==> src/rv_pkg.sv <==
`default_nettype none

package rv_pkg;

  localparam int XLEN       = 32;  // data and address width
  localparam int REG_ADDR_W = 5;   // x0..x31

  // major opcodes of the supported subset
  typedef enum logic [6:0] {
    OPC_OP     = 7'b0110011,  // register-register alu
    OPC_OP_IMM = 7'b0010011,  // addi and friends
    OPC_LOAD   = 7'b0000011,  // lw
    OPC_STORE  = 7'b0100011,  // sw
    OPC_BRANCH = 7'b1100011,  // beq / bne
    OPC_JAL    = 7'b1101111,
    OPC_SYSTEM = 7'b1110011   // ecall
  } opcode_e;

  typedef enum logic [2:0] {
    ALU_ADD,
    ALU_SUB,
    ALU_AND,
    ALU_OR,
    ALU_XOR,
    ALU_SLT   // signed compare
  } alu_op_e;

  localparam logic [2:0] F3_ADD_SUB = 3'b000;  // funct7[5] picks sub
  localparam logic [2:0] F3_SLT     = 3'b010;
  localparam logic [2:0] F3_XOR     = 3'b100;
  localparam logic [2:0] F3_OR      = 3'b110;
  localparam logic [2:0] F3_AND     = 3'b111;

  localparam logic [REG_ADDR_W-1:0] HALT_REG  = 5'd17;   // a7 carries the ecall code
  localparam logic [XLEN-1:0]       HALT_CODE = 32'd10;  // exit request

endpackage

`default_nettype wire

==> src/rv_memory.sv <==
`timescale 1ns/1ps
`default_nettype none

module rv_memory #(
  parameter int DMEM_WORDS = 64  // power of two
) (
  input  logic                          clk,
  input  logic                          reset,
  input  logic                          mem_valid,
  input  logic                          mem_mem_read,
  input  logic                          mem_mem_write,
  input  logic                          mem_reg_write,
  input  logic                          mem_halt,
  input  logic                          mem_is_jal,
  input  logic [rv_pkg::REG_ADDR_W-1:0] mem_rd,
  input  logic [rv_pkg::XLEN-1:0]       mem_alu_out,
  input  logic [rv_pkg::XLEN-1:0]       mem_store_data,
  input  logic [rv_pkg::XLEN-1:0]       mem_link_pc,
  output logic                          wb_valid,
  output logic [rv_pkg::REG_ADDR_W-1:0] wb_rd,
  output logic [rv_pkg::XLEN-1:0]       wb_data,
  output logic                          halted
);

  localparam int AW = $clog2(DMEM_WORDS);

  logic [rv_pkg::XLEN-1:0] dmem [DMEM_WORDS];
  logic [AW-1:0]           idx;
  logic [rv_pkg::XLEN-1:0] load_data;

  assign idx       = mem_alu_out[AW+1:2];  // word address wraps at DMEM_WORDS
  assign load_data = dmem[idx];            // async read

  always_ff @(posedge clk) begin
    if (reset) begin
      for (int i = 0; i < DMEM_WORDS; i++) begin
        dmem[i] <= '0;
      end
    end else if (mem_valid && mem_mem_write && !halted) begin
      dmem[idx] <= mem_store_data;  // no stores once halted
    end
  end

  always_ff @(posedge clk) begin
    if (reset) begin
      wb_valid <= 1'b0;
      halted   <= 1'b0;
    end else begin
      wb_valid <= mem_valid && mem_reg_write && !halted;
      halted   <= halted || (mem_valid && mem_halt);  // sticky
    end
  end

  always_ff @(posedge clk) begin
    wb_rd <= mem_rd;
    if (mem_mem_read) begin
      wb_data <= load_data;
    end else if (mem_is_jal) begin
      wb_data <= mem_link_pc;  // pc + 4
    end else begin
      wb_data <= mem_alu_out;
    end
  end

endmodule

`default_nettype wire

==> config.mk <==
export PLATFORM = sky130hd
export DESIGN_NAME = rv_memory
export DESIGN_NICKNAME = d
export VERILOG_FILES = /design/src/rv_pkg.sv /design/src/rv_memory.sv
export SDC_FILE = /design/constraint.sdc
export NUM_CORES = 2
export LEC_CHECK = 0
export BUFFER_PORTS_ARGS = -buffer_cell sky130_fd_sc_hd__buf_2
export CAP_MARGIN = 20
export CORE_MARGIN = 2
export CORE_UTILIZATION = 40
export DETAILED_ROUTE_END_ITERATION = 12
export HOLD_SLACK_MARGIN = 0.05
export SLEW_MARGIN = 20
export SYNTH_ARGS = -nofsm -noshare
export SYNTH_HDL_FRONTEND = slang
export SYNTH_SLANG_ARGS = --single-unit
==> constraint.sdc <==
create_clock -name clk -period 3.94 [get_ports clk]
set_input_delay 0.788 -clock clk [delete_from_list [all_inputs] [get_ports clk]]
set_output_delay 0.788 -clock clk [all_outputs]
set_load 0.02 [all_outputs]
==> After elaboration in Yosys (flattened, before gate mapping) <==
Memory sizes are Yosys's and may differ from the RTL's.
Cells that the tools add are included.
Widths: inputs -> output; s select.
{ "classes": {"mux": 10, "n_reduce_logical": 8} }
{ "ops": {"columns": ["cell", "n"], "rows": [
  ["$mux 32", 3],
  ["$reduce_or 32->1", 1],
  ["$mux 1", 6],
  ["$mux 6", 1],
  ["$logic_and 1x1->1", 5],
  ["$logic_not 1->1", 1],
  ["$logic_or 1x1->1", 1]
]} }
{ "word_totals": {"ff_bits": 39, "ram_bits": 2048, "inputBits": 109, "elab_cells": 23, "mem_count": 1} }
{ "memory_table": {"columns": ["name", "words", "word_bits", "read_ports", "rd_clocked_by_memory_dff", "wr", "line", "source"], "rows": [
  ["dmem", 64, 32, 1, 0, 64, "rv_memory.sv:27", "logic [rv_pkg::XLEN-1:0] dmem [DMEM_WORDS];"]
]} }

==> Depth between registers and ports, before layout <==
{ "depth": {"word_depth": 7, "mapped_depth": 11, "mapped_depth_nobuf": 6} }

==> Worst setup path before layout <==
Ideal clock, no wire load.
{ "synth_timing": {"path_type": "input -> register", "start": "input port mem_alu_out[5] (netlist bit)", "end": "memory dmem[41][0] (netlist bit) (enable)", "setup_time_ns": 0.375, "t_arrival_ns": 2.457, "required_time_ns": 3.565, "setup_slack_ns": 1.108, "stages": 7, "n_path_buf": 3, "cell_sequence": "buf_2 buf_4 and3b_1 clkbuf_1 nand2_1 nor3_1 or2_2"} }
{ "synth_rtl": {"columns": ["element", "line", "source"], "rows": [
  ["start, declared", "rv_memory.sv:16", "input logic [rv_pkg::XLEN-1:0] mem_alu_out,"],
  ["end, declared", "rv_memory.sv:27", null]
]} }

==> Worst setup path in the final report <==
{ "layout_timing": {"start": "input port mem_alu_out[3] (netlist bit)", "end": "register wb_data[4] (netlist bit)"} }
{ "layout_via": {"elab_chain_cells": 2} }
{ "layout_lines": {"columns": ["element", "line", "source"], "rows": [
  ["$mem_v2 64x32", null, null],
  ["$mux 32", "rv_memory.sv:56", "if (mem_mem_read) begin"],
  ["end signal, assigned", "rv_memory.sv:57", "wb_data <= load_data;"],
  ["end signal, assigned", "rv_memory.sv:59", "wb_data <= mem_link_pc;"],
  ["end signal, assigned", "rv_memory.sv:61", "wb_data <= mem_alu_out;"],
  ["end, declared", "rv_memory.sv:21", "output logic [rv_pkg::XLEN-1:0] wb_data,"]
]} }
Every way passes these cells.
A chain may end at the register's enable or synchronous reset.

==> implementation parameters <==
Parameter                              Value

Routing
  Vias after detailed routing ... 68600
  Routed len/inst ... 38.7 um
  Final wirelength ... 418 mm
  DR iter-0 viols ... 12400
  Vias per cell ... 6.34
  Antenna Violating Nets Remaining ... 0
  Length of the first detailed-routing pass in iterations ... 6
  Count of unresolved DRC violations after routing ... 0

Yosys
  Mean post-synth cell area ... 13.3 sq um
  Largest cells by area after synthesis ... sky130_fd_sc_hd__edfxtp_1, sky130_fd_sc_hd__and2_1, sky130_fd_sc_hd__a22oi_1
  Number of nets produced by synthesis ... 7207
  Synth Flop Type ... sky130_fd_sc_hd__edfxtp_1
  Number of enable flip-flop cells after synthesis ... 2048
  Most repeated cell in the gate-level netlist after synthesis ... sky130_fd_sc_hd__and2_1
  Number of warning messages in the yosys log ... 0
  Part of the Yosys area used for sequential elements ... 0.661
  Distinct cell type count of the synthesized netlist ... 71
  Async set-or-reset flop fraction in the synthesized netlist ... 0
  Share of the synthesized area in the top cell type ... 0.653
  Synthesized instance count ... 7098
  Post-synthesis cell type with the largest combined area ... sky130_fd_sc_hd__edfxtp_1
  Most frequent cells after synthesis ... sky130_fd_sc_hd__and2_1, sky130_fd_sc_hd__edfxtp_1, sky130_fd_sc_hd__clkbuf_1
  Number of synthesized register bits ... 2087
  Summed instance area of the synthesized netlist ... 94200 sq um

Pwr
  Leakage power of the design ... 39.8 nW
  Switching share of power ... 0.257
  Power share of the clock group ... 0.401
  Worst IR drop on VDD ... 0.000471 V
  Fraction of power consumed by combinational cells ... 0.096
  Sequential power share ... 0.503
  Pwr per Cell Area ... 461 nW/um^2
  Cell-internal power ... 37.7 mW
  Switching power of the nets ... 13.1 mW

Die
  Die width ... 489 um
  Core Box Area ... 235000 sq um
  Initial standard-cell utilization of the core ... 0.402
  Number of placement rows ... 178
  Area of the die ... 240000 sq um
  Vert. Die Dim ... 489 um
  Top-level I/O count ... 148

Clocking
  Clock root cell ... sky130_fd_sc_hd__clkbuf_16
  Maximum buffer depth of the clock tree ... 3
  Number of H-tree levels ... 4
  Clk Latency, worst-skew pair ... 940 ps
  Clock-pin slew reported for the worst setup and hold paths after clock tree synthesis ... 60 ps
  # clock sinks ... 2087
  Post-CTS setup buffers ... 0
  Number of gates given a new drive strength after cts ... 0
  Count of hold buffers inserted by post-cts repair ... 5
  TritonCTS clock tree ... done
  Total clock buffers created by CTS ... 222

Job
  Number of max-cap violations ... 0

Placement
  HPWL after DPL ... 274 mm
  Total of buffers placed on input and output ports ... 147
  Minimum setup slack after placement ... -531 ps
  RD Place Congestion ... 1.06

STA
  Slew Viols, Final ... 0
  Period utilization ... 0.902
  Slew HR ... 0.103
  RSZ-0062 raised after global routing ... no
  Final Hold Violating Endpoints ... 0
  Final worst setup slack ... 385 ps
  Clock period minus worst slack ... 3550 ps
  Slew at the pin closest to its max-slew limit ... 1350 ps
  Skew final ... 72.5 ps
  # setup viols final ... 0
  Sum of negative setup slack ... 0 ps
  Maximum achievable frequency ... 0.281 GHz

Worst hold path
  HP Start ... mem_halt
  Hold crit path type ... in -> reg

Worst setup path
  Data arrival time at the worst-slack endpoint ... 4310 ps
  Worst-path maximum fanout ... 30
  Worst Setup End Kind ... register
  Data required time of the critical path ... 4700 ps
  Type of the worst setup path ... in -> reg
  Type of element launching the critical path ... primary input
  Worst setup path startpoint ... mem_alu_out[3]
  Reg2reg start ... halted

Global route
  Global-route wire length before repair ... 559 mm
  Initial antenna violation count ... 68
  Pin count of the biggest net entering global routing ... 67
  Total global routing overflow ... 0
  Via count of the first global-routing pass ... 63400
  Overall Global Routing Usage ... 0.343

Final layout
  Count of filler cells inserted in the layout ... 20800
  Number of nets at the end of the flow ... 7549
  Proportion of layout cells with a drive suffix above 1 ... 0.194
  Area taken by multi-input logic gates ... 28900 sq um
  Core utilization of the finished layout ... 0.469
  Storage cell area ... 62300 sq um
  Synth-to-Final Area Change ... 16.8%

Run status
  Status ... finished clean
-- metrics by stage --
step           cell area [sq um]  instances  power, mW  hold WS [ps]
6_report                  110000      10800       50.8          97.0
5_1_grt                   110000      10800       51.6           120
4_1_cts                   110000      10800       50.6          61.9
3_5_place_dp              103000      10400       30.6           526
3_3_place_gp              103000      10400       30.6           508
2_1_floorplan              94200       7098       27.7           588
-- registers in the layout (all words and copies together) (netlist names) --
register	flops
wb_rd	5
wb_data	32
dmem	2048
halted	1
wb_valid	1
-- metal layers --
layer | GRT usage | share of wire
met1 | 0.454 | 0.36
met2 | 0.498 | 0.43
met3 | 0.0925 | 0.13
met4 | 0.219 | 0.076
met5 | 0 | 0.00035
-- area by class of cell --
| type | count | area share |
|---|---|---|
| Antenna cell | 42 | 0.000954 |
| Clock buffer | 290 | 0.0533 |
| Clock inverter | 114 | 0.00903 |
| Inverter | 8 | 0.000364 |
| Multi-Input combinational cell | 4229 | 0.262 |
| Sequential cell | 2087 | 0.566 |
| Tap cell | 3150 | 0.0358 |
| Timing Repair Buffer | 892 | 0.0726 |
-- critical path: stages --
cell and delay, ps:
sky130_fd_sc_hd__buf_8 170, sky130_fd_sc_hd__inv_6 390, sky130_fd_sc_hd__buf_12 330, sky130_fd_sc_hd__buf_4 240
sky130_fd_sc_hd__o2bb2ai_1 80, sky130_fd_sc_hd__a22oi_1 830, sky130_fd_sc_hd__o22ai_1 530, sky130_fd_sc_hd__nor3_4 610
sky130_fd_sc_hd__a41oi_1 200
-- cells in the final DEF, fill, tap and decap left out, types with 115 or more instances in the layout --
cell type                      n
sky130_fd_sc_hd__a22oi_1     438
sky130_fd_sc_hd__o21ai_0     122
sky130_fd_sc_hd__and2_1     2049
sky130_fd_sc_hd__buf_4       619
sky130_fd_sc_hd__a221oi_1    302
sky130_fd_sc_hd__buf_12      127
sky130_fd_sc_hd__buf_2       137
sky130_fd_sc_hd__mux2i_1     115
sky130_fd_sc_hd__nor2_1      147
sky130_fd_sc_hd__o22ai_1     177
sky130_fd_sc_hd__edfxtp_1   2048
sky130_fd_sc_hd__clkbuf_16   225
-- power groups by stage --
stage               Sequential [mW]  Clock, mW  Combinational, mW
floorplan                      25.9          0               1.88
global placement               26.0          0               4.64
detailed placement             26.0          0               4.65
CTS                            25.5       20.4               4.67
global route                   25.6       21.2               4.84
finish                         25.5       20.4               4.88
-- final timing paths --
path	end	slack (ps)	cells past startpoint
worst max-delay path	wb_data[4]	390	9
worst min-delay path	halted	100	3
worst min register to register	wb_valid	550	1
worst max register to register	dmem[59][16]	680	5
-- cell families after synthesis --
| group | Yosys count | synth area share |
|---|---|---|
| simple gates | 2617 | 0.165 |
| mux | 255 | 0.0320 |
| compound gates | 1357 | 0.106 |
| flops | 2087 | 0.661 |
| buf+inv | 782 | 0.0360 |
Note: power is estimated with default switching activity, not from simulation.
