File: src/rv_pkg.sv
`default_nettype none

package rv_pkg;

  localparam int XLEN       = 32;  // data and address width
  localparam int REG_ADDR_W = 5;   // x0..x31

  // major opcodes of the supported subset
  typedef enum logic [6:0] {
    OPC_OP     = 7'b0110011,  // register-register alu
    OPC_OP_IMM = 7'b0010011,  // addi and friends
    OPC_LOAD   = 7'b0000011,  // lw
    OPC_STORE  = 7'b0100011,  // sw
    OPC_BRANCH = 7'b1100011,  // beq / bne
    OPC_JAL    = 7'b1101111,
    OPC_SYSTEM = 7'b1110011   // ecall
  } opcode_e;

  typedef enum logic [2:0] {
    ALU_ADD,
    ALU_SUB,
    ALU_AND,
    ALU_OR,
    ALU_XOR,
    ALU_SLT   // signed compare
  } alu_op_e;

  localparam logic [2:0] F3_ADD_SUB = 3'b000;  // funct7[5] picks sub
  localparam logic [2:0] F3_SLT     = 3'b010;
  localparam logic [2:0] F3_XOR     = 3'b100;
  localparam logic [2:0] F3_OR      = 3'b110;
  localparam logic [2:0] F3_AND     = 3'b111;

  localparam logic [REG_ADDR_W-1:0] HALT_REG  = 5'd17;   // a7 carries the ecall code
  localparam logic [XLEN-1:0]       HALT_CODE = 32'd10;  // exit request

endpackage

`default_nettype wire

File: src/rv_fetch.sv
`timescale 1ns/1ps
`default_nettype none

module rv_fetch (
  input  logic                    clk,
  input  logic                    reset,
  input  logic                    stall,        // load-use hold from decode
  input  logic                    redirect,     // taken branch or jal in EX
  input  logic [rv_pkg::XLEN-1:0] redirect_pc,
  input  logic [rv_pkg::XLEN-1:0] imem_data,
  output logic [rv_pkg::XLEN-1:0] imem_addr,
  output logic [rv_pkg::XLEN-1:0] if_inst,
  output logic [rv_pkg::XLEN-1:0] if_pc,
  output logic                    if_valid
);

  logic [rv_pkg::XLEN-1:0] pc;

  assign imem_addr = pc;  // imem answers in the same cycle

  always_ff @(posedge clk) begin
    if (reset) begin
      pc <= '0;
    end else if (redirect) begin
      pc <= redirect_pc;  // redirect wins over hold
    end else if (!stall) begin
      pc <= pc + 4;
    end
  end

  always_ff @(posedge clk) begin
    if (reset) begin
      if_valid <= 1'b0;
    end else if (redirect) begin
      if_valid <= 1'b0;  // kill wrong-path fetch
    end else if (!stall) begin
      if_valid <= 1'b1;
    end
  end

  always_ff @(posedge clk) begin
    if (!stall) begin
      if_inst <= imem_data;
      if_pc   <= pc;
    end
  end

  // a load in EX can never be the redirecting instruction
  assert property (@(posedge clk) disable iff (reset) !(stall && redirect))
    else $error("stall and redirect high in the same cycle");

endmodule

`default_nettype wire

File: config.mk
export PLATFORM = sky130hd
export DESIGN_NAME = rv_fetch
export DESIGN_NICKNAME = d
export VERILOG_FILES = /design/src/rv_pkg.sv /design/src/rv_fetch.sv
export SDC_FILE = /design/constraint.sdc
export NUM_CORES = 1
export LEC_CHECK = 0
export BUFFER_PORTS_ARGS = -buffer_cell sky130_fd_sc_hd__clkbuf_2
export CORE_ASPECT_RATIO = 0.6
export CORE_MARGIN = 4
export CORE_UTILIZATION = 30
export CTS_CLUSTER_DIAMETER = 80
export DETAILED_ROUTE_END_ITERATION = 10
export PLACE_DENSITY_LB_ADDON = 0.1
export SLEW_MARGIN = 10
export SYNTH_ARGS = -nofsm -noshare
export SYNTH_HDL_FRONTEND = slang
export SYNTH_SLANG_ARGS = --single-unit
export TNS_END_PERCENT = 10
File: constraint.sdc
create_clock -name clk -period 6.4 [get_ports clk]
set_input_delay 1.92 -clock clk [delete_from_list [all_inputs] [get_ports clk]]
set_output_delay 1.92 -clock clk [all_outputs]
set_load 0.05 [all_outputs]
Yosys cells after proc, flatten, opt, wreduce, memory -nomap -nowiden
Index checks and enable logic that the tools add are counted.
{ "word_totals": {"register_bits": 97, "input_bits": 68, "elab_cells": 9} }
{ "op_classes": {"n_addsub": 1, "n_eq_ne": 1, "mux": 2, "n_reduce_logical": 1} }
{ "op_table": {"columns": ["op", "count"], "rows": [
  ["2-to-1 mux 32 bit", 2],
  ["adder 32 x 3 -> 32 bit, second input constant", 1],
  ["inequality test 2 x 1 -> 1 bit, second input constant", 1],
  ["OR reduction 2 bit", 1]
]} }

Logic depth before layout (Yosys ltp)
Gate-level depths: netlist of the first run.
{ "depth": {"depth_word": 3, "depth_mapped": 6, "ltp_nobuf": 5} }

Least setup slack after synthesis of the first run
No wires, ideal clock.
{ "synth_path": {"path_kind": "input -> register", "from": "input port stall", "to": "register pc (netlist bit imem_addr[7])", "setup_time_ns": 0.091, "t_arrival_ns": 4.105, "t_required_ns": 6.309, "setup_slack_ns": 2.204, "cell_stages": 4, "path_buffers": 0, "cell_sequence": "inv_1 nand4_1 or3_1 a311oi_1"} }
{ "synth_via": {"elab_chain_len": 1} }
{ "synth_rtl": {"columns": ["element", "line_no", "rtl"], "rows": [
  ["from (decl)", "rv_fetch.sv:7", "input logic stall,"],
  ["inequality test 2 x 1 -> 1 bit (no line)", null, null],
  ["to (signal assigned)", "rv_fetch.sv:25", "pc <= redirect_pc;"],
  ["to (signal assigned)", "rv_fetch.sv:27", "pc <= pc + 4;"],
  ["to (decl)", "rv_fetch.sv:17", "logic [rv_pkg::XLEN-1:0] pc;"]
]} }
No other way between the ends.
A chain may end at the register's enable or synchronous reset.

Worst setup path after layout of the first run
{ "layout_path": {"from": "input port stall", "to": "register pc (netlist bit imem_addr[18])"} }
Same word-level chain as after synthesis.

==> results of run 1 <==
[synth_stat cells (all sizes together)]
library cell	number	area share
edfxtp	64	0.51
dfxtp	33	0.17
nor2	28	0.028
nand2	15	0.015
nand3	15	0.020
nor4	15	0.025
a211oi	14	0.028
clkbuf	14	0.014
inv	13	0.013
nand4	9	0.019
xnor2	9	0.021
a21oi	8	0.011
nor3	8	0.011
a311oi	6	0.014
and4	5	0.012
o21ai	5	0.0066
or3	5	0.0086
a21o	4	0.0079
mux2i	4	0.011
a2111oi	3	0.0073
a221oi	2	0.0046
and3	2	0.0033
nand4b	2	0.0046
nor3b	2	0.0040
xor2	2	0.0046
a311o	1	0.0026
a31o	1	0.0023
a31oi	1	0.0017
and2	1	0.0017
ha	1	0.0033
nand3b	1	0.0020
nor2b	1	0.0017
o211ai	1	0.0020
o21a	1	0.0020
o21bai	1	0.0020
o31a	1	0.0026
or4	1	0.0030
[cells by family (layout without fill, tap and decap cells)]
group / count (synthesis) / in the layout / share of synthesized area
flops: 97 / 97 / 0.683
fa+ha+maj: 1 / 1 / 0.00331
buf+inv: 27 / 195 / 0.0268
xor+xnor: 11 / 11 / 0.0255
mux: 4 / 4 / 0.0106
simple gates: 110 / 110 / 0.157
compound gates: 49 / 49 / 0.0939
[where the power goes]
part	internal (mW)	leakage (nW)	total (mW)	switching, mW
logic	0.0605	1.03	0.273	0.212
registers	0.716	0.914	0.749	0.0330
clock network	0.307	0.148	0.543	0.236
total	1.08	2.09	1.56	0.481
[final timing paths]
check	start	endpoint
hold reg to reg	if_valid	if_valid
setup reg to reg	imem_addr[4]	imem_addr[29]
hold / removal	if_valid	if_valid
setup / recovery	stall	imem_addr[18]
[critical path, delay by kind of cell]
family	cells	cell delay, ps
buffers and inverters	1	220
AND/OR/NAND/NOR	3	1560
AO/OA/AOI/OAI	1	320
[layer usage]
metal	part of all wire	global-route usage	wire length [microns]	vias to the layer above
met5	0.0011	0	11	-
met4	0.0064	0.0319	67	2
met3	0.072	0.0559	743	8
met2	0.43	0.221	4510	105
met1	0.49	0.206	5060	1468
li1	-	-	-	1474
[metrics by stage]
stage / cells / setup WS [ps] / total power, mW / instance area [sq um]
floorplan: 299 / 2200 / 0.957 / 3780
global placement: 616 / 2440 / 1.04 / 4770
detailed placement: 616 / 2230 / 1.04 / 4770
CTS: 632 / 2600 / 1.59 / 5080
global route: 632 / 2380 / 1.64 / 5080
finish: 632 / 2610 / 1.56 / 5080
[state kept, by name, summed over array words and instances (netlist names)]
| name | flops |
|---|---|
| imem_addr | 32 |
| if_valid | 1 |
| if_inst | 32 |
| if_pc | 32 |
[cell type report]
class	count	area, sq um	area share
clock buffer	9	225	0.0443
clock inverter	7	80.1	0.0158
inverter	13	48.8	0.00961
multi-input combinational	175	1100	0.217
sequential	97	2580	0.509
tap	165	206	0.0407
timing repair buffer	166	836	0.165
==> results.cfg, run 1 <==
[routing]
vias_per_cell = 4.84
drt_pre_antenna_iters = 4
ant_nets = 0
post-route-drc-count = 0
num_vias = 3057
wl_mm = 10.4
first_iter_violations = 176
detail_route.wl_per_cell_microns = 16.4

[timing]
rsz0062_at_grt = no
final.setup.tns_ps = 0
finalHoldViolCount = 0
setup_viol = 0
clock_skew_ps = 6.54
fin_crit_sh = 0.591
max_slew_margin = 0.302
tightest_slew_ps = 1040
fmax_ghz = 0.264
min_period_ps = 3790
finalMaxSlewViolations = 0
hold_slack_ps = 462

[cts]
insertion_delay_ps = 340
cts_tree = yes
post_cts_resized = 0
clk_root_buffer_cell = clkbuf_16
cts_buffers = 9
clock_sinks = 97
htree_num_levels = 3
clkSlewWorstSetupHoldPaths_ps = 70
postCtsSetupRepairBufs = 0
cts_hold_buf = 0
clock_tree.buffer_depth = 2

[die]
die_area_sq_um = 14500
die_h_microns = 95.0
initial_core_util = 0.311
rows = 31
die_x_microns = 153
boundaryPins = 165
core_sq_um = 12200

[global_route]
grt_antenna_before_repair = 1
grt_overflow = 0
grt_pass1_vias = 3046
grt_usage = 0.148
grt_pass1_wl_mm = 16.8
grt_max_degree = 67

[worst_setup_path]
critPathMaxFanout = 13
cp-end-kind = flop
start_kind = input port
critical_path.cell_chain = clkbuf_2, nand4b_1, nor4_1, nand3_1, a311oi_1
required_ps = 6630
rr_worst_depth = 4
cpPeakStageDelay_ps = 910
regToRegSetupSlack_ps = 3710
path_class = in2reg
cp_slowest_cell = nor4_1
crit_arrival_ps = 4010

[final_layout]
area_growth_pct = 34.2
final_common_cell = clkbuf_2
fillers = 1248
drive_above_1_share = 0.405
layout_common_cells = clkbuf_2 (164), edfxtp_1 (64), dfxtp_1 (33)
final_core_util = 0.417
diodes = 0
num-nets-final = 531

[power]
p_leak_nw = 2.09
p_per_area_nw_per_um2 = 308
peakVddDrop_uv = 136

[place]
hpwl_mm = 7.68
portBuffers = 164
routabilityCongestion = 0.761

[synth]
syn_area_per_cell_sq_um = 12.7
syn_area_sq_um = 3780
synth_seq_area_share = 0.683
yosys.cell_types.count = 41
yosys_warnings = 0
synthCells = 299
syn_nets = 368
ys_seq_elements = 97

[worst_hold_path]
min_path_type = reg2reg
min_path_cells = 1

[status]
run_status = complete, no violations

[flow_run]
cap_violations = 0
(Power assumes the default switching activity.)
==> inputs of run 2 (changes only) <==
Clock period 6.4 ns to 3.7 ns, I/O delays scaled along.
==> run 2 against run 1 <==
  * Wire length up 1.1%
  * Setup slack worse by 1500 ps
  * Die area unchanged
  * First-iteration DRC count increased by 66%
  * Utilization rose by 0.21 points
  * Register-to-register slack got worse by 2200 ps
  * Via count fell by 0.13%
  * Clock power up 65%
  * Sequential power is 74% higher
  * Final area is 0.49% higher
==> results.cfg, run 2 (synthesis results as in run 1) <==
[worst_setup_path]
r2r-start = imem_addr[10]
required_ps = 3930
cp_top_family = simple AND/OR/NAND/NOR gates
cp_slowest_cell = nor3_1
cp-end-kind = flop
cpPeakStageDelay_ps = 510
path_class = in2reg
r2r_end = imem_addr[25]
critical_path.cell_chain = clkbuf_2, nand4b_1, nor3_1, a21oi_1, or3_1
start_kind = input port
critPathMaxFanout = 13
crit_arrival_ps = 2780
critical_path_buf_inv_count = 1
regToRegSetupSlack_ps = 1480
rr_worst_depth = 4

[final_layout]
layout_common_cells = clkbuf_2 (164), edfxtp_1 (64), dfxtp_1 (33)
final_common_cell = clkbuf_2
drive_above_1_share = 0.412
num-nets-final = 537
diodes = 0
fillers = 1223
area_growth_pct = 34.9

[timing]
fmax_ghz = 0.391
finalHoldViolCount = 0
hold_slack_ps = 464
final.setup.tns_ps = 0
tightest_slew_ps = 829
finalMaxSlewViolations = 0
fin_crit_sh = 0.691
rsz0062_at_grt = no
max_slew_margin = 0.442
clock_skew_ps = 5.21
min_period_ps = 2560
setup_viol = 0

[place]
portBuffers = 164
routabilityCongestion = 0.765
hpwl_mm = 7.82

[routing]
post-route-drc-count = 0
first_iter_violations = 293
ant_nets = 0
detail_route.wl_per_cell_microns = 16.5
drt_pre_antenna_iters = 4
wl_mm = 10.5
num_vias = 3053
vias_per_cell = 4.79

[cts]
insertion_delay_ps = 340
clock_sinks = 97
post_cts_resized = 0
clock_tree.buffer_depth = 2
clkSlewWorstSetupHoldPaths_ps = 70
postCtsSetupRepairBufs = 0
cts_tree = yes
cts_buffers = 9
cts_hold_buf = 0
clk_root_buffer_cell = clkbuf_16
htree_num_levels = 3

[power]
peakVddDrop_uv = 204
p_per_area_nw_per_um2 = 522
p_leak_nw = 2.11

[global_route]
grt-busiest-layer = met1
grt_pass1_wl_mm = 16.6
grt_max_degree = 48
grt_pass1_vias = 2998
met2_usage = 0.211
met3_usage = 0.0559
grt_antenna_before_repair = 0
gr-usage-met1 = 0.212
grt_overflow = 0
grt_usage = 0.148

[die]
core_sq_um = 12200
die_area_sq_um = 14500
initial_core_util = 0.311
boundaryPins = 165
die_h_microns = 95.0
die_x_microns = 153
rows = 31

[worst_hold_path]
min_path_type = reg2reg
holdPathEnd = if_valid
hp-start = if_valid
min_path_cells = 1

[flow_run]
cap_violations = 0

[status]
run_status = complete, no violations
## run 2: metrics by stage
step                power, mW  instance area [sq um]  instances  setup slack, ps   util
finish                   2.66                   5100        638             1140  0.419
global route             2.79                   5100        638              988  0.419
CTS                      2.71                   5100        638             1170  0.419
detailed placement       1.80                   4820        622              795  0.396
global placement         1.80                   4820        622              850  0.396
floorplan                1.66                   3780        299              314      -
## run 2: worst reg2reg max path, cell delays in order, from the launching register on
cell       delay (ps)
dfxtp_1           540
nand4_4           250
or4_4             640
or3_1             320
a2111oi_1         350
## run 2: worst max path at each step
stage          startpoint             to  slack (ps)  depth (start not counted)
6_report            stall  imem_addr[30]        1140                          5
5_1_grt             stall  imem_addr[30]         990                          5
4_1_cts             stall  imem_addr[30]        1170                          5
3_5_place_dp        stall  imem_addr[30]         790                          5
3_3_place_gp        stall  imem_addr[30]         850                          5
2_1_floorplan       stall   imem_addr[7]         310                          4
## run 2: where the power goes
| group | internal (mW) | switching, mW | leakage [nW] |
|---|---|---|---|
| combinational | 0.107 | 0.367 | 1.06 |
| clock | 0.469 | 0.424 | 0.143 |
| sequential | 1.24 | 0.0579 | 0.914 |
## run 2: area by class of cell
class	instances	area, sq um	share of cell area
Sequential cell	97	2580	0.506
Multi-Input combinational cell	175	1100	0.215
Timing Repair Buffer	172	881	0.173
Clock buffer	9	225	0.0441
Tap cell	165	206	0.0405
Clock inverter	7	60.1	0.0118
Inverter	13	48.8	0.00956
## run 2: layer usage
layer  up-vias  wire [microns]
met3         2             917
met5         -               0
met1      1454            5130
li1       1485               -
met4         0              29
met2       112            4430
