--- config.mk ---
export PLATFORM = sky130hd
export DESIGN_NAME = rv_execute
export DESIGN_NICKNAME = d
export VERILOG_FILES = /design/src/rv_pkg.sv /design/src/rv_execute.sv
export SDC_FILE = /design/constraint.sdc
export NUM_CORES = 1
export LEC_CHECK = 0
export BUFFER_PORTS_ARGS = -buffer_cell sky130_fd_sc_hd__buf_4
export CAP_MARGIN = 20
export CORE_ASPECT_RATIO = 1.4
export CORE_UTILIZATION = 55
export DETAILED_ROUTE_END_ITERATION = 16
export GPL_ROUTABILITY_DRIVEN = 0
export PLACE_DENSITY = 0.83
export SETUP_SLACK_MARGIN = 0.05
export SLEW_MARGIN = 20
export SYNTH_ARGS = -nofsm -noshare
export SYNTH_HDL_FRONTEND = slang
export SYNTH_SLANG_ARGS = --single-unit
--- constraint.sdc ---
create_clock -name clk -period 5.8 [get_ports clk]
set_input_delay 0.58 -clock clk [delete_from_list [all_inputs] [get_ports clk]]
set_output_delay 0.58 -clock clk [all_outputs]
set_load 0.05 [all_outputs]
--- src/rv_pkg.sv ---
`default_nettype none

package rv_pkg;

  localparam int XLEN       = 32;  // data and address width
  localparam int REG_ADDR_W = 5;   // x0..x31

  // major opcodes of the supported subset
  typedef enum logic [6:0] {
    OPC_OP     = 7'b0110011,  // register-register alu
    OPC_OP_IMM = 7'b0010011,  // addi and friends
    OPC_LOAD   = 7'b0000011,  // lw
    OPC_STORE  = 7'b0100011,  // sw
    OPC_BRANCH = 7'b1100011,  // beq / bne
    OPC_JAL    = 7'b1101111,
    OPC_SYSTEM = 7'b1110011   // ecall
  } opcode_e;

  typedef enum logic [2:0] {
    ALU_ADD,
    ALU_SUB,
    ALU_AND,
    ALU_OR,
    ALU_XOR,
    ALU_SLT   // signed compare
  } alu_op_e;

  localparam logic [2:0] F3_ADD_SUB = 3'b000;  // funct7[5] picks sub
  localparam logic [2:0] F3_SLT     = 3'b010;
  localparam logic [2:0] F3_XOR     = 3'b100;
  localparam logic [2:0] F3_OR      = 3'b110;
  localparam logic [2:0] F3_AND     = 3'b111;

  localparam logic [REG_ADDR_W-1:0] HALT_REG  = 5'd17;   // a7 carries the ecall code
  localparam logic [XLEN-1:0]       HALT_CODE = 32'd10;  // exit request

endpackage

`default_nettype wire

--- src/rv_execute.sv ---
`timescale 1ns/1ps
`default_nettype none

module rv_execute (
  input  logic                          clk,
  input  logic                          reset,
  input  logic                          ex_valid,
  input  rv_pkg::alu_op_e               ex_alu_op,
  input  logic                          ex_alu_src,
  input  logic                          ex_mem_read,
  input  logic                          ex_mem_write,
  input  logic                          ex_reg_write,
  input  logic                          ex_is_branch,
  input  logic                          ex_branch_ne,
  input  logic                          ex_is_jal,
  input  logic                          ex_halt,
  input  logic [rv_pkg::REG_ADDR_W-1:0] ex_rs1,
  input  logic [rv_pkg::REG_ADDR_W-1:0] ex_rs2,
  input  logic [rv_pkg::REG_ADDR_W-1:0] ex_rd,
  input  logic [rv_pkg::XLEN-1:0]       ex_rs1_data,
  input  logic [rv_pkg::XLEN-1:0]       ex_rs2_data,
  input  logic [rv_pkg::XLEN-1:0]       ex_imm,
  input  logic [rv_pkg::XLEN-1:0]       ex_pc,
  input  logic                          wb_valid,     // MEM/WB forwarding source
  input  logic [rv_pkg::REG_ADDR_W-1:0] wb_rd,
  input  logic [rv_pkg::XLEN-1:0]       wb_data,
  output logic                          redirect,
  output logic [rv_pkg::XLEN-1:0]       redirect_pc,
  output logic                          mem_valid,
  output logic                          mem_mem_read,
  output logic                          mem_mem_write,
  output logic                          mem_reg_write,
  output logic                          mem_halt,
  output logic                          mem_is_jal,
  output logic [rv_pkg::REG_ADDR_W-1:0] mem_rd,
  output logic [rv_pkg::XLEN-1:0]       mem_alu_out,
  output logic [rv_pkg::XLEN-1:0]       mem_store_data,
  output logic [rv_pkg::XLEN-1:0]       mem_link_pc
);

  logic [rv_pkg::XLEN-1:0] mem_fwd;
  logic [rv_pkg::XLEN-1:0] op_a;
  logic [rv_pkg::XLEN-1:0] op_b_reg;  // rs2 after forwarding
  logic [rv_pkg::XLEN-1:0] op_b;
  logic [rv_pkg::XLEN-1:0] alu_out;
  logic                    taken;

  // EX/MEM is the younger producer, so it wins over write-back
  function automatic logic [rv_pkg::XLEN-1:0] fwd(
    input logic [rv_pkg::REG_ADDR_W-1:0] idx,
    input logic [rv_pkg::XLEN-1:0]       reg_val
  );
    if (mem_reg_write && mem_rd == idx) return mem_fwd;
    if (wb_valid && wb_rd == idx) return wb_data;
    return reg_val;
  endfunction

  assign mem_fwd = mem_is_jal ? mem_link_pc : mem_alu_out;  // jal forwards its link

  always_comb begin
    op_a     = fwd(ex_rs1, ex_rs1_data);
    op_b_reg = fwd(ex_rs2, ex_rs2_data);
    op_b     = ex_alu_src ? ex_imm : op_b_reg;
    case (ex_alu_op)
      rv_pkg::ALU_ADD: alu_out = op_a + op_b;
      rv_pkg::ALU_SUB: alu_out = op_a - op_b;
      rv_pkg::ALU_AND: alu_out = op_a & op_b;
      rv_pkg::ALU_OR:  alu_out = op_a | op_b;
      rv_pkg::ALU_XOR: alu_out = op_a ^ op_b;
      rv_pkg::ALU_SLT: alu_out = {{(rv_pkg::XLEN-1){1'b0}}, $signed(op_a) < $signed(op_b)};
      default:         alu_out = op_a + op_b;
    endcase
  end

  assign taken       = ex_is_branch && ((op_a == op_b_reg) != ex_branch_ne);  // beq / bne
  assign redirect    = ex_valid && (ex_is_jal || taken);  // not-taken assumed at fetch
  assign redirect_pc = ex_pc + ex_imm;

  always_ff @(posedge clk) begin
    if (reset) begin
      mem_valid     <= 1'b0;
      mem_mem_read  <= 1'b0;
      mem_mem_write <= 1'b0;
      mem_reg_write <= 1'b0;
      mem_halt      <= 1'b0;
      mem_is_jal    <= 1'b0;
    end else begin
      mem_valid     <= ex_valid;
      mem_mem_read  <= ex_mem_read;
      mem_mem_write <= ex_mem_write;
      mem_reg_write <= ex_reg_write;
      mem_halt      <= ex_halt;
      mem_is_jal    <= ex_is_jal;
    end
  end

  always_ff @(posedge clk) begin
    mem_rd         <= ex_rd;
    mem_alu_out    <= alu_out;  // also the lw / sw address
    mem_store_data <= op_b_reg;
    mem_link_pc    <= ex_pc + 4;
  end

  // control flow only, and decode must bubble the slot behind it
  assert property (@(posedge clk) disable iff (reset)
    redirect |-> (ex_is_branch || ex_is_jal) ##1 !ex_valid)
    else $error("redirect without a flushed control-flow instruction");

endmodule

`default_nettype wire

* Yosys cells after proc, flatten, opt, wreduce, memory -nomap -nowiden
Cells that the tools add are included.
Word-level totals: flip-flop bits (word level) 107, output and inout port bits 140
Cells by class: $add $sub $neg 4, $lt $le $gt $ge 1, eq/ne operators 11, muxes and demuxes 17, bitwise logic cells 3, reductions and logical operators 7
Operators by type and width (number):
- 2-to-1 mux 32 bit | 10
- case mux 32 bit (5 select lines) | 1
- adder 32 bit | 2
- adder 32 x 3 -> 32 bit, second input constant | 1
- AND 32 bit | 1
- == test 32 bit | 1
- less-than comparator 32 bit | 1
- bitwise OR 32 bit | 1
- subtractor 32 bit | 1
- XOR 32 bit | 1
- == test 5 bit | 4
- == test 3 x 2 -> 1 bit, second input constant | 2
- == test 3 bit, second input constant | 2
- logical AND 1 bit | 6
- 2-to-1 mux 1 bit | 6
- == test 3 x 1 -> 1 bit, second input constant | 1
- logical OR 1 bit | 1
- inequality test 1 bit | 1

* Logic depth before layout (Yosys ltp)
depth in word-level cells 11, mapped depth 21

* Worst setup path after synthesis
Ideal clock, no wire load.
kind input port to flip-flop, start input port ex_rs2[0] (netlist name), end register mem_alu_out[28] (netlist name), setup time 0.078 ns, data arrival time 4.568 ns, required time 5.722 ns, slack 1.154 ns, stages 21, buffers on the path 2, cell sequence xor2_1 nor4_1 and3_1 buf_6 buf_4 mux2i_1 mux2i_1 mux2_2 ha_1 inv_1 fa_1 nor2b_1 o21ai_1 a21oi_1 o211ai_2 o31ai_2 a221o_1 a211oi_1 o41ai_1 mux2_2 nor3_1
Between the ends: word-level cells in the longest chain between the ends 9
RTL lines:
- from (decl) | line rv_execute.sv:18 | input logic [rv_pkg::REG_ADDR_W-1:0] ex_rs2,
- == test 5 bit | line rv_execute.sv:54 | if (wb_valid && wb_rd == idx) return wb_data;
- logical AND 1 bit | line rv_execute.sv:54
- 2-to-1 mux 1 bit (2 in series) | line rv_execute.sv:54
- 2-to-1 mux 32 bit | line rv_execute.sv:55 | return reg_val;
- 2-to-1 mux 32 bit * | line rv_execute.sv:54
- via op_b_reg, one bit | line rv_execute.sv:43 | logic [rv_pkg::XLEN-1:0] op_b_reg;
- 2-to-1 mux 32 bit * | line rv_execute.sv:63 | op_b = ex_alu_src ? ex_imm : op_b_reg;
- adder 32 bit or subtractor 32 bit (tied branches) | line rv_execute.sv:65, rv_execute.sv:71, rv_execute.sv:66
- case mux 32 bit (5 select lines) * | line rv_execute.sv:64 | case (ex_alu_op)
- via alu_out, one bit | line rv_execute.sv:45 | logic [rv_pkg::XLEN-1:0] alu_out;
- to (signal assigned) | line rv_execute.sv:99 | mem_alu_out <= alu_out;
- to (decl) | line rv_execute.sv:36 | output logic [rv_pkg::XLEN-1:0] mem_alu_out,
The timed path passes the listed nets; every way through them passes the cells marked *. The select of a mux whose other input is x is not followed. A chain may end at the register's enable or synchronous reset.

* Final worst setup path
start input port ex_rs2[0] (netlist name), end register mem_alu_out[31] (netlist name)
The elaborated chain is that of the path after synthesis.

==> impl_metrics.prom <==
# TYPE chip_impl_metric gauge
chip_impl_metric{name="clkLatencyLatePin",unit="ns"} 0.39
chip_impl_metric{name="cell_internal_pwr",unit="mW"} 1.83
chip_impl_metric{name="dieHeight",unit="um"} 178
chip_impl_metric{name="fin_crit",unit="ns"} 5.34
chip_impl_metric{name="power_leakage",unit="nW"} 7.12
chip_impl_metric{name="grt_start_max_net_pins",unit=""} 75
chip_impl_metric{name="synth.yosys.seq_area_share",unit="%"} 17.7
chip_impl_metric{name="track_usage",unit="%"} 40.0
chip_impl_metric{name="vias",unit=""} 13200
chip_impl_metric{name="finalWirelength",unit="um"} 46200
chip_impl_metric{name="ys_ff_latch",unit=""} 107
chip_impl_metric{name="grtUsageMet2",unit="%"} 68.8
chip_impl_metric{name="critPathArrivalTime",unit="ns"} 5.58
chip_impl_metric{name="crit_fanout",unit=""} 12
chip_impl_metric{name="switching_power",unit="mW"} 1.72
chip_impl_info{name="timing.critical_path.from_type",value="primary input"} 1
chip_impl_metric{name="worstPathBufferInverterCount",unit=""} 2
chip_impl_info{name="run_status",value="finished clean"} 1
chip_impl_metric{name="finalSetupViolCount",unit=""} 0
chip_impl_metric{name="synthesis.nets",unit=""} 1825
chip_impl_metric{name="grt_antenna_before_repair",unit=""} 1
chip_impl_info{name="min_path_type",value="primary input to flip-flop"} 1
chip_impl_metric{name="route.detailed.vias_per_inst",unit=""} 6.28
chip_impl_metric{name="pwr_density_cell",unit="nW/um^2"} 235
chip_impl_metric{name="dp.final_hpwl",unit="um"} 37100
chip_impl_metric{name="fin_tns_setup",unit="ns"} 0
chip_impl_metric{name="timing.final.crit_share",unit="%"} 92.1
chip_impl_metric{name="synth_area",unit="um^2"} 12100
chip_impl_metric{name="buffer_ports.inserted",unit=""} 334
chip_impl_info{name="crit_slowest_cell",value="sky130_fd_sc_hd__and3_2"} 1
chip_impl_metric{name="critPathMaxStageDelay",unit="ns"} 0.53
chip_impl_metric{name="post_synthesis_cells",unit=""} 1499
chip_impl_metric{name="areaGrowthSynthToFinish",unit="%"} 24.8
chip_impl_metric{name="maxClockFrequency",unit="GHz"} 0.187
chip_impl_metric{name="worst_ir_drop_vdd",unit="mV"} 0.201
chip_impl_info{name="unrepaired_setup_endpoints_after_global_routing",value="no"} 1
chip_impl_metric{name="post_cts.repair.setup_buffers",unit=""} 0
chip_impl_metric{name="antenna_cells",unit=""} 0
chip_impl_metric{name="drt_iter0_markers",unit=""} 1034
chip_impl_metric{name="num_io_pins",unit=""} 335
chip_impl_metric{name="design.core.area",unit="um^2"} 21400
chip_impl_metric{name="detailedRoute.firstPassIterationCount",unit=""} 6
chip_impl_metric{name="htree_num_levels",unit=""} 3
chip_impl_metric{name="switching_share",unit="%"} 48.5
chip_impl_metric{name="global_route.overflow_total",unit=""} 0
chip_impl_metric{name="clk_pin_slew_worst_paths",unit="ns"} 0.09
chip_impl_info{name="critPathTopFamily",value="compound AO/OA/AOI/OAI gates"} 1
chip_impl_metric{name="route.detailed.drc",unit=""} 0
chip_impl_metric{name="met3_track_utilization_from_global_routing",unit="%"} 6.90
chip_impl_metric{name="synth_warnings",unit=""} 0
chip_impl_metric{name="comb_power_share",unit="%"} 56.0
chip_impl_metric{name="relSlewSlack",unit="%"} 41.1
chip_impl_metric{name="cts_made_buffers",unit=""} 9
chip_impl_metric{name="gr-usage-met1",unit="%"} 42.9
chip_impl_metric{name="finalNetCount",unit=""} 2126
chip_impl_metric{name="synth_edf_count",unit=""} 0
chip_impl_metric{name="layout-drive-gt1-share",unit="%"} 24.6
chip_impl_info{name="critical_path_class",value="primary input to flip-flop"} 1
chip_impl_info{name="clockRootBuffer",value="sky130_fd_sc_hd__clkbuf_16"} 1
chip_impl_metric{name="drv_slew",unit=""} 0
chip_impl_info{name="tritoncts_clock_tree",value="done"} 1
chip_impl_metric{name="maxCapViolations",unit=""} 0
chip_impl_metric{name="grt_first_pass_wirelength",unit="um"} 69100
chip_impl_metric{name="netlist-cell-type-count",unit=""} 82
chip_impl_metric{name="final.hold.worst_slack",unit="ns"} 0.291
chip_impl_metric{name="final.setup_skew",unit="ns"} 0.0146
chip_impl_metric{name="async_reset_ff_share",unit="%"} 0
chip_impl_metric{name="final_hold_viols",unit=""} 0
chip_impl_metric{name="worstMarginPinSlew",unit="ns"} 0.859
chip_impl_metric{name="grt_pass1_vias",unit=""} 12800
chip_impl_metric{name="clock_sink_count",unit=""} 107
chip_impl_metric{name="clock_power_share",unit="%"} 18.6
chip_impl_metric{name="postSynthAreaPerCell",unit="um^2"} 8.07
chip_impl_info{name="end_kind",value="flip-flop"} 1
chip_impl_info{name="grt_most_used_layer",value="met2"} 1
chip_impl_metric{name="die-area",unit="um^2"} 22600
chip_impl_metric{name="postRouteAntennaNets",unit=""} 0
chip_impl_info{name="flip_flop_cell_with_the_highest_count_after_synthesis",value="sky130_fd_sc_hd__dfxtp_1"} 1
chip_impl_metric{name="start_util",unit="%"} 56.7
chip_impl_metric{name="die-width",unit="um"} 127
chip_impl_metric{name="max-clock-path-buffers",unit=""} 2
chip_impl_metric{name="wl_per_cell",unit="um"} 22.0
chip_impl_metric{name="placement_rows",unit=""} 63
chip_impl_metric{name="count_of_hold_fix_buffers_inserted_at_cts",unit=""} 0
chip_impl_metric{name="share_seq_of_total_power",unit="%"} 25.3
chip_impl_info{name="cp_cell_sequence",value="buf_4 > xor2_1 > nor4_1 > and3_2 > buf_4 > mux2i_1 > mux2i_1 > mux2_2 > ha_1 > nor4_2 > nand2_1 > o211ai_1 > o21ai_1 > a22oi_2 > a211oi_2 > o41ai_1 > o22ai_1 > a221oi_1 > o221ai_1"} 1
chip_impl_metric{name="post_cts.resized_instances",unit=""} 0
chip_impl_metric{name="cp_data_required_time",unit="ns"} 6.04
[cells in the final DEF, fill, tap and decap left out, types with 9 or more instances in the layout]
master,instances
sky130_fd_sc_hd__ha_1,128
sky130_fd_sc_hd__mux2_2,33
sky130_fd_sc_hd__o211ai_1,9
sky130_fd_sc_hd__a21oi_1,125
sky130_fd_sc_hd__nand2_1,75
sky130_fd_sc_hd__nand3_1,24
sky130_fd_sc_hd__o21bai_1,25
sky130_fd_sc_hd__nor2_1,104
sky130_fd_sc_hd__nor3_1,22
sky130_fd_sc_hd__xor2_1,60
sky130_fd_sc_hd__a211oi_1,9
sky130_fd_sc_hd__xnor2_1,59
sky130_fd_sc_hd__o21ai_0,64
sky130_fd_sc_hd__a22oi_1,23
sky130_fd_sc_hd__nand2b_1,13
sky130_fd_sc_hd__o221ai_1,9
sky130_fd_sc_hd__o22ai_1,19
sky130_fd_sc_hd__nand4_1,16
sky130_fd_sc_hd__nor4_1,16
sky130_fd_sc_hd__a21o_1,24
sky130_fd_sc_hd__and2_1,9
sky130_fd_sc_hd__and3_1,16
sky130_fd_sc_hd__mux2i_1,158
sky130_fd_sc_hd__a31oi_1,14
sky130_fd_sc_hd__inv_1,122
sky130_fd_sc_hd__dfxtp_1,106
sky130_fd_sc_hd__clkbuf_16,9
sky130_fd_sc_hd__buf_4,358
sky130_fd_sc_hd__nor2b_1,21
[per-stage QoR]
step	power [mW]	util [%]	worst slack [ns]	instance area, um^2	instances
CTS	3.51	70.7	0.669	15100	2097
global placement	2.82	69.3	0.465	14800	2081
detailed placement	2.86	69.3	0.335	14800	2081
floorplan	2.22	-	1.15	12100	1499
global route	3.69	70.7	0.266	15100	2097
finish	3.55	70.7	0.461	15100	2097
[per-layer routing]
metal	part of all wire [%]	up-vias
met5	0.035	-
met4	8.3	2
met3	8.6	256
met2	47	828
met1	36	6093
li1	-	5999
[state kept, by name, indices dropped and copies added, names as in the netlist]
| register | flops |
|---|---|
| mem_mem_read | 1 |
| mem_store_data | 32 |
| mem_mem_write | 1 |
| mem_alu_out | 32 |
| mem_halt | 1 |
| mem_reg_write | 1 |
| mem_link_pc | 32 |
| mem_is_jal | 1 |
| mem_rd | 5 |
| mem_valid | 1 |
[cell usage after synthesis, types with 33 or more instances]
library cell               number  area share [%]
sky130_fd_sc_hd__o21ai_0       64             2.6
sky130_fd_sc_hd__a21oi_1      126             5.2
sky130_fd_sc_hd__dfxtp_1      107              18
sky130_fd_sc_hd__xor2_1        60             4.3
sky130_fd_sc_hd__clkbuf_1      41             1.3
sky130_fd_sc_hd__mux2_2        33             3.1
sky130_fd_sc_hd__nand2_1       75             2.3
sky130_fd_sc_hd__mux2i_1      158              13
sky130_fd_sc_hd__xnor2_1       59             4.3
sky130_fd_sc_hd__nor2_1       104             3.2
sky130_fd_sc_hd__inv_1        122             3.8
sky130_fd_sc_hd__ha_1         128              13
[kinds of logic after synthesis]
kind of cell,share of synthesized area [%]
adders and majority gates,13.7
DFF,17.7
and+or+nand+nor,13.8
AOI/OAI and AO/OA,22.5
buffers and inverters,6.92
xor gates and xnor gates,8.61
muxes,16.7
[worst reg2reg max path, delay by kind of cell, from the launching register on]
kind / cells / cell delay (ns)
AOI/OAI and AO/OA: 9 / 2.52
muxes: 2 / 0.86
and+or+nand+nor: 2 / 0.71
DFF: 1 / 0.35
adders and majority gates: 1 / 0.24
xor gates and xnor gates: 1 / 0.17
buffers and inverters: 1 / 0.12
[power by group through the flow]
stage | sequential (mW) | combinational [mW] | clock (mW)
after global placement | 0.913 | 1.91 | 0
after floorplan | 1.16 | 1.06 | 0
after CTS | 0.895 | 1.96 | 0.661
after detailed placement | 0.911 | 1.94 | 0
final | 0.901 | 1.99 | 0.662
after global routing | 0.899 | 2.10 | 0.682
[final cells by class]
class,instances,area (um^2)
multi-input combinational,1198,9140
fill,1684,6250
timing repair buffer,358,2690
sequential,107,2140
inverter,126,473
tap,292,365
clock buffer,9,225
clock inverter,7,78.8
[path summary, 6_finish.rpt]
kind	startpoint	end	slack [ns]	cells after the start
max	ex_rs2[0]	mem_alu_out[31]	0.46	19
min	ex_rd[4]	mem_rd[4]	0.29	1
max reg2reg	mem_rd[1]	mem_alu_out[31]	0.66	16
min reg2reg	mem_alu_out[29]	mem_store_data[29]	0.70	2
Power figures use the tool's default switching activity.
